===== config.mk =====
export PLATFORM = sky130hd
export DESIGN_NAME = spmm_top
export DESIGN_NICKNAME = d
export VERILOG_FILES = /design/src/spmm_pkg.sv /design/src/pe_bus_if.sv /design/src/node_info_fifo.sv /design/src/sp_pe.sv /design/src/h_matrix_store.sv /design/src/spmm_scheduler.sv /design/src/spmm_top.sv
export VERILOG_INCLUDE_DIRS = /design/src /design/src/src
export SDC_FILE = /design/constraint.sdc
export NUM_CORES = 2
export LEC_CHECK = 0
export ABC_AREA = 1
export BUFFER_PORTS_ARGS = -buffer_cell sky130_fd_sc_hd__buf_2
export CAP_MARGIN = 15
export CORE_MARGIN = 5
export CORE_UTILIZATION = 45
export DETAILED_ROUTE_END_ITERATION = 8
export PLACE_DENSITY_LB_ADDON = 0.25
export SLEW_MARGIN = 20
export SYNTH_ARGS = -nofsm -noshare
export SYNTH_HDL_FRONTEND = slang
export SYNTH_HIERARCHICAL = 1
export SYNTH_SLANG_ARGS = --single-unit

===== constraint.sdc =====
create_clock -name clk -period 6.4 [get_ports clk]
set_clock_uncertainty 0.15 [all_clocks]
set_input_delay 0.64 -clock clk [delete_from_list [all_inputs] [get_ports clk]]
set_output_delay 0.64 -clock clk [all_outputs]
set_load 0.005 [all_outputs]

===== src/spmm_settings.svh =====
`ifndef SPMM_SETTINGS_SVH
`define SPMM_SETTINGS_SVH

// one processing element per weight column
`define SPMM_N_COLS      4
`define SPMM_DATA_W      8
`define SPMM_VALUE_W     8
`define SPMM_ACC_W       20

// sparse storage
`define SPMM_MAX_NNZ     64
`define SPMM_NNZ_ADDR_W  6
`define SPMM_W_ROWS      16
`define SPMM_COL_IDX_W   4
`define SPMM_MAX_ROWS    16
`define SPMM_ROW_ADDR_W  4
`define SPMM_ROW_LEN_W   6
`define SPMM_NUM_NODE_W  4

`define SPMM_FIFO_DEPTH  4

`endif


===== src/spmm_pkg.sv =====
`include "spmm_settings.svh"

package spmm_pkg;

  // per-row info word as stored in the node-info memory
  typedef struct packed {
    logic [`SPMM_ROW_LEN_W-1:0]  row_len;
    logic [`SPMM_NUM_NODE_W-1:0] num_nodes;
    logic                        src_flag;
  } node_info_t;

  // load port target
  typedef enum logic [1:0] {
    MEM_COL_IDX   = 2'd0,
    MEM_VALUE     = 2'd1,
    MEM_NODE_INFO = 2'd2,
    MEM_WEIGHT    = 2'd3
  } mem_sel_t;

  typedef enum logic [1:0] {
    ST_IDLE  = 2'd0,
    ST_RUN   = 2'd1,
    ST_DRAIN = 2'd2,
    ST_DONE  = 2'd3
  } sched_state_t;

  typedef logic signed [`SPMM_ACC_W-1:0] acc_t;

endpackage


===== src/pe_bus_if.sv =====
`timescale 1ns/1ps
`include "spmm_settings.svh"

// one nonzero broadcast to every processing element
interface pe_bus_if;

  logic                        valid;
  logic [`SPMM_COL_IDX_W-1:0]  col_idx;
  logic [`SPMM_VALUE_W-1:0]    value;
  // nonzero closes its row
  logic                        last;

  modport sched (
    output valid,
    output col_idx,
    output value,
    output last
  );

  // no ready, every element takes one nonzero per cycle
  modport pe (
    input valid,
    input col_idx,
    input value,
    input last
  );

endinterface


===== src/node_info_fifo.sv =====
`timescale 1ns/1ps
`include "spmm_settings.svh"

module node_info_fifo (
  input  logic                 clk,
  input  logic                 rst_n,
  input  logic                 wr_en_i,
  input  spmm_pkg::node_info_t data_i,
  input  logic                 rd_en_i,
  output spmm_pkg::node_info_t data_o,
  output logic                 empty_o,
  output logic                 full_o
);
  import spmm_pkg::*;

  localparam int DEPTH = `SPMM_FIFO_DEPTH;
  localparam int PTR_W = (DEPTH > 1) ? $clog2(DEPTH) : 1;
  localparam int CNT_W = $clog2(DEPTH + 1);

  node_info_t       mem [DEPTH];
  logic [PTR_W-1:0] wr_ptr;
  logic [PTR_W-1:0] rd_ptr;
  logic [CNT_W-1:0] count;

  always_ff @(posedge clk) begin
    if (wr_en_i) begin
      mem[wr_ptr] <= data_i;
    end
  end

  always_ff @(posedge clk or negedge rst_n) begin
    if (!rst_n) begin
      wr_ptr <= '0;
      rd_ptr <= '0;
      count  <= '0;
    end else begin
      if (wr_en_i) begin
        wr_ptr <= (wr_ptr == PTR_W'(DEPTH - 1)) ? '0 : wr_ptr + 1'b1;
      end
      if (rd_en_i) begin
        rd_ptr <= (rd_ptr == PTR_W'(DEPTH - 1)) ? '0 : rd_ptr + 1'b1;
      end
      count <= count + CNT_W'(wr_en_i) - CNT_W'(rd_en_i);
    end
  end

  // head visible without a read cycle
  assign data_o  = mem[rd_ptr];
  assign empty_o = (count == '0);
  assign full_o  = (count == CNT_W'(DEPTH));

  a_no_push_full: assert property (@(posedge clk) disable iff (!rst_n)
    full_o |-> !wr_en_i)
    else $error("node info fifo pushed while full");

  a_no_pop_empty: assert property (@(posedge clk) disable iff (!rst_n)
    empty_o |-> !rd_en_i)
    else $error("node info fifo popped while empty");

endmodule


===== src/sp_pe.sv =====
`timescale 1ns/1ps
`include "spmm_settings.svh"

module sp_pe (
  input  logic                        clk,
  input  logic                        rst_n,
  pe_bus_if.pe                        bus,
  input  logic                        w_we_i,
  input  logic [`SPMM_COL_IDX_W-1:0]  w_addr_i,
  input  logic [`SPMM_DATA_W-1:0]     w_data_i,
  output logic                        row_done_o,
  output spmm_pkg::acc_t              sum_o
);
  import spmm_pkg::*;

  // this element's weight column
  logic [`SPMM_DATA_W-1:0] w_mem [`SPMM_W_ROWS];

  logic signed [`SPMM_DATA_W-1:0]  w_q;
  logic signed [`SPMM_VALUE_W-1:0] v_q;
  logic                            vld_q;
  logic                            last_q;
  acc_t                            acc;
  acc_t                            prod;
  acc_t                            acc_sum;

  always_ff @(posedge clk) begin
    if (w_we_i) begin
      w_mem[w_addr_i] <= w_data_i;
    end
  end

  // stage 1, weight lookup
  always_ff @(posedge clk or negedge rst_n) begin
    if (!rst_n) begin
      vld_q  <= 1'b0;
      last_q <= 1'b0;
    end else begin
      vld_q  <= bus.valid;
      last_q <= bus.valid && bus.last;
    end
  end

  always_ff @(posedge clk) begin
    if (bus.valid) begin
      w_q <= w_mem[bus.col_idx];
      v_q <= bus.value;
    end
  end

  // operands sign extended to the accumulator width
  always_comb begin
    prod    = v_q * w_q;
    acc_sum = acc + prod;
  end

  // stage 2, accumulate
  always_ff @(posedge clk or negedge rst_n) begin
    if (!rst_n) begin
      acc        <= '0;
      row_done_o <= 1'b0;
    end else begin
      row_done_o <= vld_q && last_q;
      if (vld_q) begin
        acc <= last_q ? '0 : acc_sum;
      end
    end
  end

  always_ff @(posedge clk) begin
    if (vld_q && last_q) begin
      sum_o <= acc_sum;
    end
  end

  // weights only change while no nonzero is in the pipeline
  a_no_weight_wr_busy: assert property (@(posedge clk) disable iff (!rst_n)
    w_we_i |-> !bus.valid && !vld_q)
    else $error("weight written during a run");

endmodule


===== src/h_matrix_store.sv =====
`timescale 1ns/1ps
`include "spmm_settings.svh"

module h_matrix_store (
  input  logic                                   clk,
  input  logic                                   load_we_i,
  input  spmm_pkg::mem_sel_t                     load_sel_i,
  input  logic [`SPMM_NNZ_ADDR_W-1:0]            load_addr_i,
  input  logic [$bits(spmm_pkg::node_info_t)-1:0] load_data_i,
  input  logic [`SPMM_NNZ_ADDR_W-1:0]            nnz_addr_i,
  output logic [`SPMM_COL_IDX_W-1:0]             col_idx_o,
  output logic [`SPMM_VALUE_W-1:0]               value_o,
  input  logic [`SPMM_ROW_ADDR_W-1:0]            row_addr_i,
  output spmm_pkg::node_info_t                   node_info_o
);
  import spmm_pkg::*;

  logic [`SPMM_COL_IDX_W-1:0] col_idx_mem [`SPMM_MAX_NNZ];
  logic [`SPMM_VALUE_W-1:0]   value_mem   [`SPMM_MAX_NNZ];
  node_info_t                 info_mem    [`SPMM_MAX_ROWS];

  logic we_col_idx;
  logic we_value;
  logic we_info;

  // weight loads go to the processing elements
  always_comb begin
    we_col_idx = load_we_i && (load_sel_i == MEM_COL_IDX);
    we_value   = load_we_i && (load_sel_i == MEM_VALUE);
    we_info    = load_we_i && (load_sel_i == MEM_NODE_INFO);
  end

  always_ff @(posedge clk) begin
    if (we_col_idx) begin
      col_idx_mem[load_addr_i] <= load_data_i[`SPMM_COL_IDX_W-1:0];
    end
    if (we_value) begin
      value_mem[load_addr_i] <= load_data_i[`SPMM_VALUE_W-1:0];
    end
    if (we_info) begin
      info_mem[load_addr_i[`SPMM_ROW_ADDR_W-1:0]] <= node_info_t'(load_data_i);
    end
  end

  // registered reads, one cycle latency
  always_ff @(posedge clk) begin
    col_idx_o   <= col_idx_mem[nnz_addr_i];
    value_o     <= value_mem[nnz_addr_i];
    node_info_o <= info_mem[row_addr_i];
  end

endmodule


===== src/spmm_scheduler.sv =====
`timescale 1ns/1ps
`include "spmm_settings.svh"

module spmm_scheduler (
  input  logic                                      clk,
  input  logic                                      rst_n,
  input  logic                                      start_req_i,
  input  logic [`SPMM_ROW_ADDR_W:0]                 num_rows_i,
  output logic                                      start_ack_o,
  output logic [`SPMM_NNZ_ADDR_W-1:0]               nnz_addr_o,
  input  logic [`SPMM_COL_IDX_W-1:0]                col_idx_i,
  input  logic [`SPMM_VALUE_W-1:0]                  value_i,
  output logic [`SPMM_ROW_ADDR_W-1:0]               row_addr_o,
  input  spmm_pkg::node_info_t                      node_info_i,
  pe_bus_if.sched                                   bus,
  input  logic [`SPMM_N_COLS-1:0]                   row_done_i,
  input  spmm_pkg::acc_t [`SPMM_N_COLS-1:0]         sums_i,
  output logic                                      res_valid_o,
  output spmm_pkg::acc_t [`SPMM_N_COLS-1:0]         res_sums_o,
  output logic [`SPMM_NUM_NODE_W-1:0]               res_num_nodes_o,
  output logic                                      res_src_flag_o,
  output logic [`SPMM_ROW_ADDR_W-1:0]               res_row_o,
  output logic                                      busy_o
);
  import spmm_pkg::*;

  sched_state_t                state;
  logic [`SPMM_ROW_ADDR_W:0]   num_rows_q;
  logic [`SPMM_ROW_ADDR_W:0]   next_row;
  logic [`SPMM_ROW_ADDR_W:0]   out_row;
  logic [`SPMM_ROW_LEN_W-1:0]  rem;
  logic [`SPMM_ROW_LEN_W-1:0]  cur_len;
  logic [`SPMM_NNZ_ADDR_W-1:0] nnz_ptr;
  logic                        row_start;
  logic                        issue;
  logic                        issue_last;
  logic                        ff_full;
  logic                        ff_pop;
  node_info_t                  ff_head;

  // node_info_i always holds the entry of next_row while running
  always_comb begin
    row_start  = (state == ST_RUN) && (rem == '0) && (next_row < num_rows_q) && !ff_full;
    issue      = row_start || ((state == ST_RUN) && (rem != '0));
    cur_len    = row_start ? node_info_i.row_len : rem;
    issue_last = issue && (cur_len == `SPMM_ROW_LEN_W'(1));
  end

  // prefetch the following row as soon as this one starts
  assign row_addr_o = row_start ? next_row[`SPMM_ROW_ADDR_W-1:0] + 1'b1
                                : next_row[`SPMM_ROW_ADDR_W-1:0];
  assign nnz_addr_o = nnz_ptr;

  always_ff @(posedge clk or negedge rst_n) begin
    if (!rst_n) begin
      state      <= ST_IDLE;
      num_rows_q <= '0;
      next_row   <= '0;
      rem        <= '0;
      nnz_ptr    <= '0;
    end else begin
      case (state)
        ST_IDLE: begin
          if (start_req_i) begin
            num_rows_q <= num_rows_i;
            next_row   <= '0;
            rem        <= '0;
            nnz_ptr    <= '0;
            state      <= ST_RUN;
          end
        end
        ST_RUN: begin
          if (issue) begin
            nnz_ptr <= nnz_ptr + 1'b1;
            rem     <= cur_len - 1'b1;
          end
          if (row_start) begin
            next_row <= next_row + 1'b1;
          end
          if ((rem == '0) && (next_row == num_rows_q)) begin
            state <= ST_DRAIN;
          end
        end
        ST_DRAIN: begin
          if (out_row == num_rows_q) begin
            state <= ST_DONE;
          end
        end
        ST_DONE: begin
          if (!start_req_i) begin
            next_row <= '0;
            state    <= ST_IDLE;
          end
        end
        default: state <= ST_IDLE;
      endcase
    end
  end

  // memory data arrives one cycle after the address
  always_ff @(posedge clk or negedge rst_n) begin
    if (!rst_n) begin
      bus.valid <= 1'b0;
      bus.last  <= 1'b0;
    end else begin
      bus.valid <= issue;
      bus.last  <= issue_last;
    end
  end

  assign bus.col_idx = col_idx_i;
  assign bus.value   = value_i;

  node_info_fifo u_info_fifo (
    .clk     (clk),
    .rst_n   (rst_n),
    .wr_en_i (row_start),
    .data_i  (node_info_i),
    .rd_en_i (ff_pop),
    .data_o  (ff_head),
    .empty_o (),
    .full_o  (ff_full)
  );

  // element 0 speaks for all columns
  assign ff_pop = row_done_i[0];

  always_ff @(posedge clk or negedge rst_n) begin
    if (!rst_n) begin
      res_valid_o <= 1'b0;
      out_row     <= '0;
    end else begin
      res_valid_o <= ff_pop;
      if (state == ST_IDLE) begin
        out_row <= '0;
      end else if (ff_pop) begin
        out_row <= out_row + 1'b1;
      end
    end
  end

  always_ff @(posedge clk) begin
    if (ff_pop) begin
      res_sums_o      <= sums_i;
      res_num_nodes_o <= ff_head.num_nodes;
      res_src_flag_o  <= ff_head.src_flag;
      res_row_o       <= out_row[`SPMM_ROW_ADDR_W-1:0];
    end
  end

  assign start_ack_o = (state == ST_DONE);
  assign busy_o      = (state != ST_IDLE);

  a_pe_agree: assert property (@(posedge clk) disable iff (!rst_n)
    (row_done_i == '0) || (row_done_i == '1))
    else $error("processing elements disagree on row_done");

endmodule


===== src/spmm_top.sv =====
`timescale 1ns/1ps
`include "spmm_settings.svh"

module spmm_top (
  input  logic                                    clk,
  input  logic                                    rst_n,
  // load port
  input  logic                                    load_we_i,
  input  spmm_pkg::mem_sel_t                      load_sel_i,
  input  logic [$clog2(`SPMM_N_COLS)-1:0]         load_col_i,
  input  logic [`SPMM_NNZ_ADDR_W-1:0]             load_addr_i,
  input  logic [$bits(spmm_pkg::node_info_t)-1:0] load_data_i,
  // run handshake
  input  logic                                    start_req_i,
  input  logic [`SPMM_ROW_ADDR_W:0]               num_rows_i,
  output logic                                    start_ack_o,
  // results
  output logic                                    res_valid_o,
  output spmm_pkg::acc_t [`SPMM_N_COLS-1:0]       res_sums_o,
  output logic [`SPMM_NUM_NODE_W-1:0]             res_num_nodes_o,
  output logic                                    res_src_flag_o,
  output logic [`SPMM_ROW_ADDR_W-1:0]             res_row_o
);
  import spmm_pkg::*;

  localparam int COL_SEL_W = $clog2(`SPMM_N_COLS);

  logic [`SPMM_NNZ_ADDR_W-1:0]  nnz_addr;
  logic [`SPMM_COL_IDX_W-1:0]   col_idx;
  logic [`SPMM_VALUE_W-1:0]     value;
  logic [`SPMM_ROW_ADDR_W-1:0]  row_addr;
  node_info_t                   node_info;
  logic                         busy;
  logic                         load_ok;
  logic [`SPMM_N_COLS-1:0]      w_we;
  logic [`SPMM_N_COLS-1:0]      row_done;
  acc_t [`SPMM_N_COLS-1:0]      sums;

  pe_bus_if pe_bus ();

  // loads only land while idle
  assign load_ok = load_we_i && !busy;

  h_matrix_store u_store (
    .clk         (clk),
    .load_we_i   (load_ok),
    .load_sel_i  (load_sel_i),
    .load_addr_i (load_addr_i),
    .load_data_i (load_data_i),
    .nnz_addr_i  (nnz_addr),
    .col_idx_o   (col_idx),
    .value_o     (value),
    .row_addr_i  (row_addr),
    .node_info_o (node_info)
  );

  spmm_scheduler u_sched (
    .clk             (clk),
    .rst_n           (rst_n),
    .start_req_i     (start_req_i),
    .num_rows_i      (num_rows_i),
    .start_ack_o     (start_ack_o),
    .nnz_addr_o      (nnz_addr),
    .col_idx_i       (col_idx),
    .value_i         (value),
    .row_addr_o      (row_addr),
    .node_info_i     (node_info),
    .bus             (pe_bus.sched),
    .row_done_i      (row_done),
    .sums_i          (sums),
    .res_valid_o     (res_valid_o),
    .res_sums_o      (res_sums_o),
    .res_num_nodes_o (res_num_nodes_o),
    .res_src_flag_o  (res_src_flag_o),
    .res_row_o       (res_row_o),
    .busy_o          (busy)
  );

  for (genvar i = 0; i < `SPMM_N_COLS; i++) begin : g_pe
    assign w_we[i] = load_ok && (load_sel_i == MEM_WEIGHT) &&
                     (load_col_i == COL_SEL_W'(i));

    sp_pe u_pe (
      .clk        (clk),
      .rst_n      (rst_n),
      .bus        (pe_bus.pe),
      .w_we_i     (w_we[i]),
      .w_addr_i   (load_addr_i[`SPMM_COL_IDX_W-1:0]),
      .w_data_i   (load_data_i[`SPMM_DATA_W-1:0]),
      .row_done_o (row_done[i]),
      .sum_o      (sums[i])
    );
  end

  a_load_idle: assert property (@(posedge clk) disable iff (!rst_n)
    load_we_i |-> !busy)
    else $error("load attempted while a run is active");

endmodule


==> flow_summary.yaml <==
outcome:
  status: "finished, final reports clean"
cts:
  htree_levels: 4
  cts_tree: "done"
  clock_path_buffers: 3
  clkSinkCount: 1860
  cts_buffers: 192
  insertion_delay_ps: 820
  clkTransAtPathRegs_ps: 60
  cts_resized: 0
  cts_root_buffer: "clkbuf_16"
  postCtsSetupBuffers: 0
setup_path:
  path_depth: 15
  required_ps: 6810
  r2r_start: "g_pe[1].u_pe/w_q[0]"
  worst_setup_path_start_kind: "flop"
  slowest_stage: "inv_1"
  crit_path_end_kind: "flop"
  cp_common_cell: "fa_1"
  slowest_delay_ps: 570
  cp-startpoint: "g_pe[1].u_pe/w_q[0]"
  crit_type: "flop to flop"
  path_max_fanout: 12
  ff2ff_path_depth: 15
  cp.arrival_ps: 5680
  cp_top_family: "adder cells"
  cp_cell_sequence: "nand2_1 > inv_1 > fa_1 > fa_1 > fa_1 > fa_1 > ha_1 > ha_1 > nand2_1 > inv_2 > a21oi_2 > nand2_4 > a21oi_1 > nand2_1 > and2_1"
  crit_buf_inv: 2
min_path:
  hold_depth: 1
  hold_path_class: "input port to flop"
  hold_start: "load_data_i[10]"
floorplan:
  initial_core_util: 0.453
  die_area_sq_mm: 0.208
  die_width_um: 456
  rows: 163
  die_y_um: 456
  coreArea_sq_mm: 0.198
  io_pins: 121
synth:
  synth_warnings: 6
  netlist_area_sq_mm: 0.0897
  avgSynthCellArea_sq_um: 11.4
  syn_inst: 7834
  syn_nets: 8420
sta:
  worst_slew_pin_slew_ps: 1180
  setup-tns-final_ps: 0
  relSlewSlack: 0.211
  hold_viol: 0
  rsz0062_at_grt: "false"
  min_period_ps: 5270
  max_freq_mhz: 190
  slew_violations: 0
  period_share: 0.823
  setup_violations: 0
finish:
  drive_gt1_frac: 0.0690
  area_delta_synth_final_pct: 9.63
  fin_nets: 8414
  fill_cells: 17410
routing:
  drc_errors: 0
  drt_iter0_markers: 4710
  vias_per_cell: 5.23
  drt_first_pass_iters: 5
  postRouteAntennaNets: 0
  wl_per_cell_um: 19.3
  num_vias: 55590
  drt-total-wl_mm: 206
placed_design:
  hpwl_mm: 131
  io_buffer_count: 120
  finalWeightedCongestion: 0.854
flow_run:
  max_cap_violations: 0
grt:
  grt_max_degree: 181
  antenna_found_initial: 9
  grt_pass1_wl_mm: 321
  grt_pass1_vias: 55156
  grt_overflow_total: 0
  track_usage: 0.195
==> routing by layer <==
metal / up-vias / track usage / wire [um]
li1: 26338 / - / -
met1: 27406 / 0.276 / 91000
met2: 1515 / 0.314 / 96800
met3: 327 / 0.0307 / 12000
met4: 4 / 0.0583 / 5740
met5: - / 0 / 28
==> flip-flops by register name (all words and copies together) (netlist names), 11 cells and up <==
signal	flops
g_pe.u_pe/w_q	32
u_sched/res_sums_o	80
u_sched/u_info_fifo/mem	20
g_pe.u_pe/v_q	32
g_pe.u_pe/w_mem	512
u_store/col_idx_mem	256
u_store/value_mem	512
u_store/node_info_o	11
g_pe.u_pe/sum_o	80
u_store/info_mem	176
g_pe.u_pe/acc	80
==> stage by stage <==
stage	utilization	hold WS [ps]	setup slack, ps	instance area (sq um)	cells
after floorplan	-	194	1520	89700	7834
after global placement	0.465	251	1160	91900	10265
after detailed placement	0.465	255	1140	91900	10265
after CTS	0.497	7.73	1110	98300	10626
after global routing	0.497	36.5	746	98300	10626
final	0.497	75.9	1130	98300	10629
==> timing repair <==
action,4_1_cts,5_1_grt
endpoints found under the setup margin,0,0
hold buffers,9,0
endpoints found under the hold margin,101,0
==> final timing paths <==
| kind | endpoint | slack (ps) |
|---|---|---|
| setup / recovery | g_pe[1].u_pe/sum_o[13] | 1130 |
| hold / removal | u_store/info_mem[1][10] | 80 |
| setup reg to reg | g_pe[1].u_pe/sum_o[13] | 1130 |
| hold reg to reg | u_sched/res_sums_o[17] | 260 |
| max in group asynchronous | g_pe[0].u_pe/row_done_o | 4330 |
| min in group asynchronous | g_pe[3].u_pe/acc[3] | 250 |
==> worst reg2reg max path: cells and delay by family (launching register included) <==
family	cells	cell delay, ps
AOI/OAI and AO/OA	2	340
adders and majority gates	6	2690
buffers and inverters	2	620
DFF	1	540
and+or+nand+nor	5	680
==> cell type report <==
type / instances / area, sq um / share of cell area
Antenna cell: 3 / 7.51 / 0.0000763
Clock buffer: 239 / 5140 / 0.0522
Clock inverter: 113 / 1130 / 0.0115
Inverter: 942 / 3560 / 0.0362
Multi-Input combinational cell: 4643 / 28900 / 0.294
Sequential cell: 1860 / 55000 / 0.559
Tap cell: 2640 / 3300 / 0.0336
Timing Repair Buffer: 189 / 1270 / 0.0129
==> placed cells by master, fill, tap and decap left out, types with 187 or more instances in the layout <==
master and count:
a21oi_1 187, nor2_1 452, edfxtp_1 1709, ha_1 203, nand2_1 1784, fa_1 353, inv_1 921, clkbuf_16 197
o21ai_0 308, nand3_1 816
Power is not shown: default switching activity piles up to over one toggle a cycle in this logic, so the estimate is an artifact.
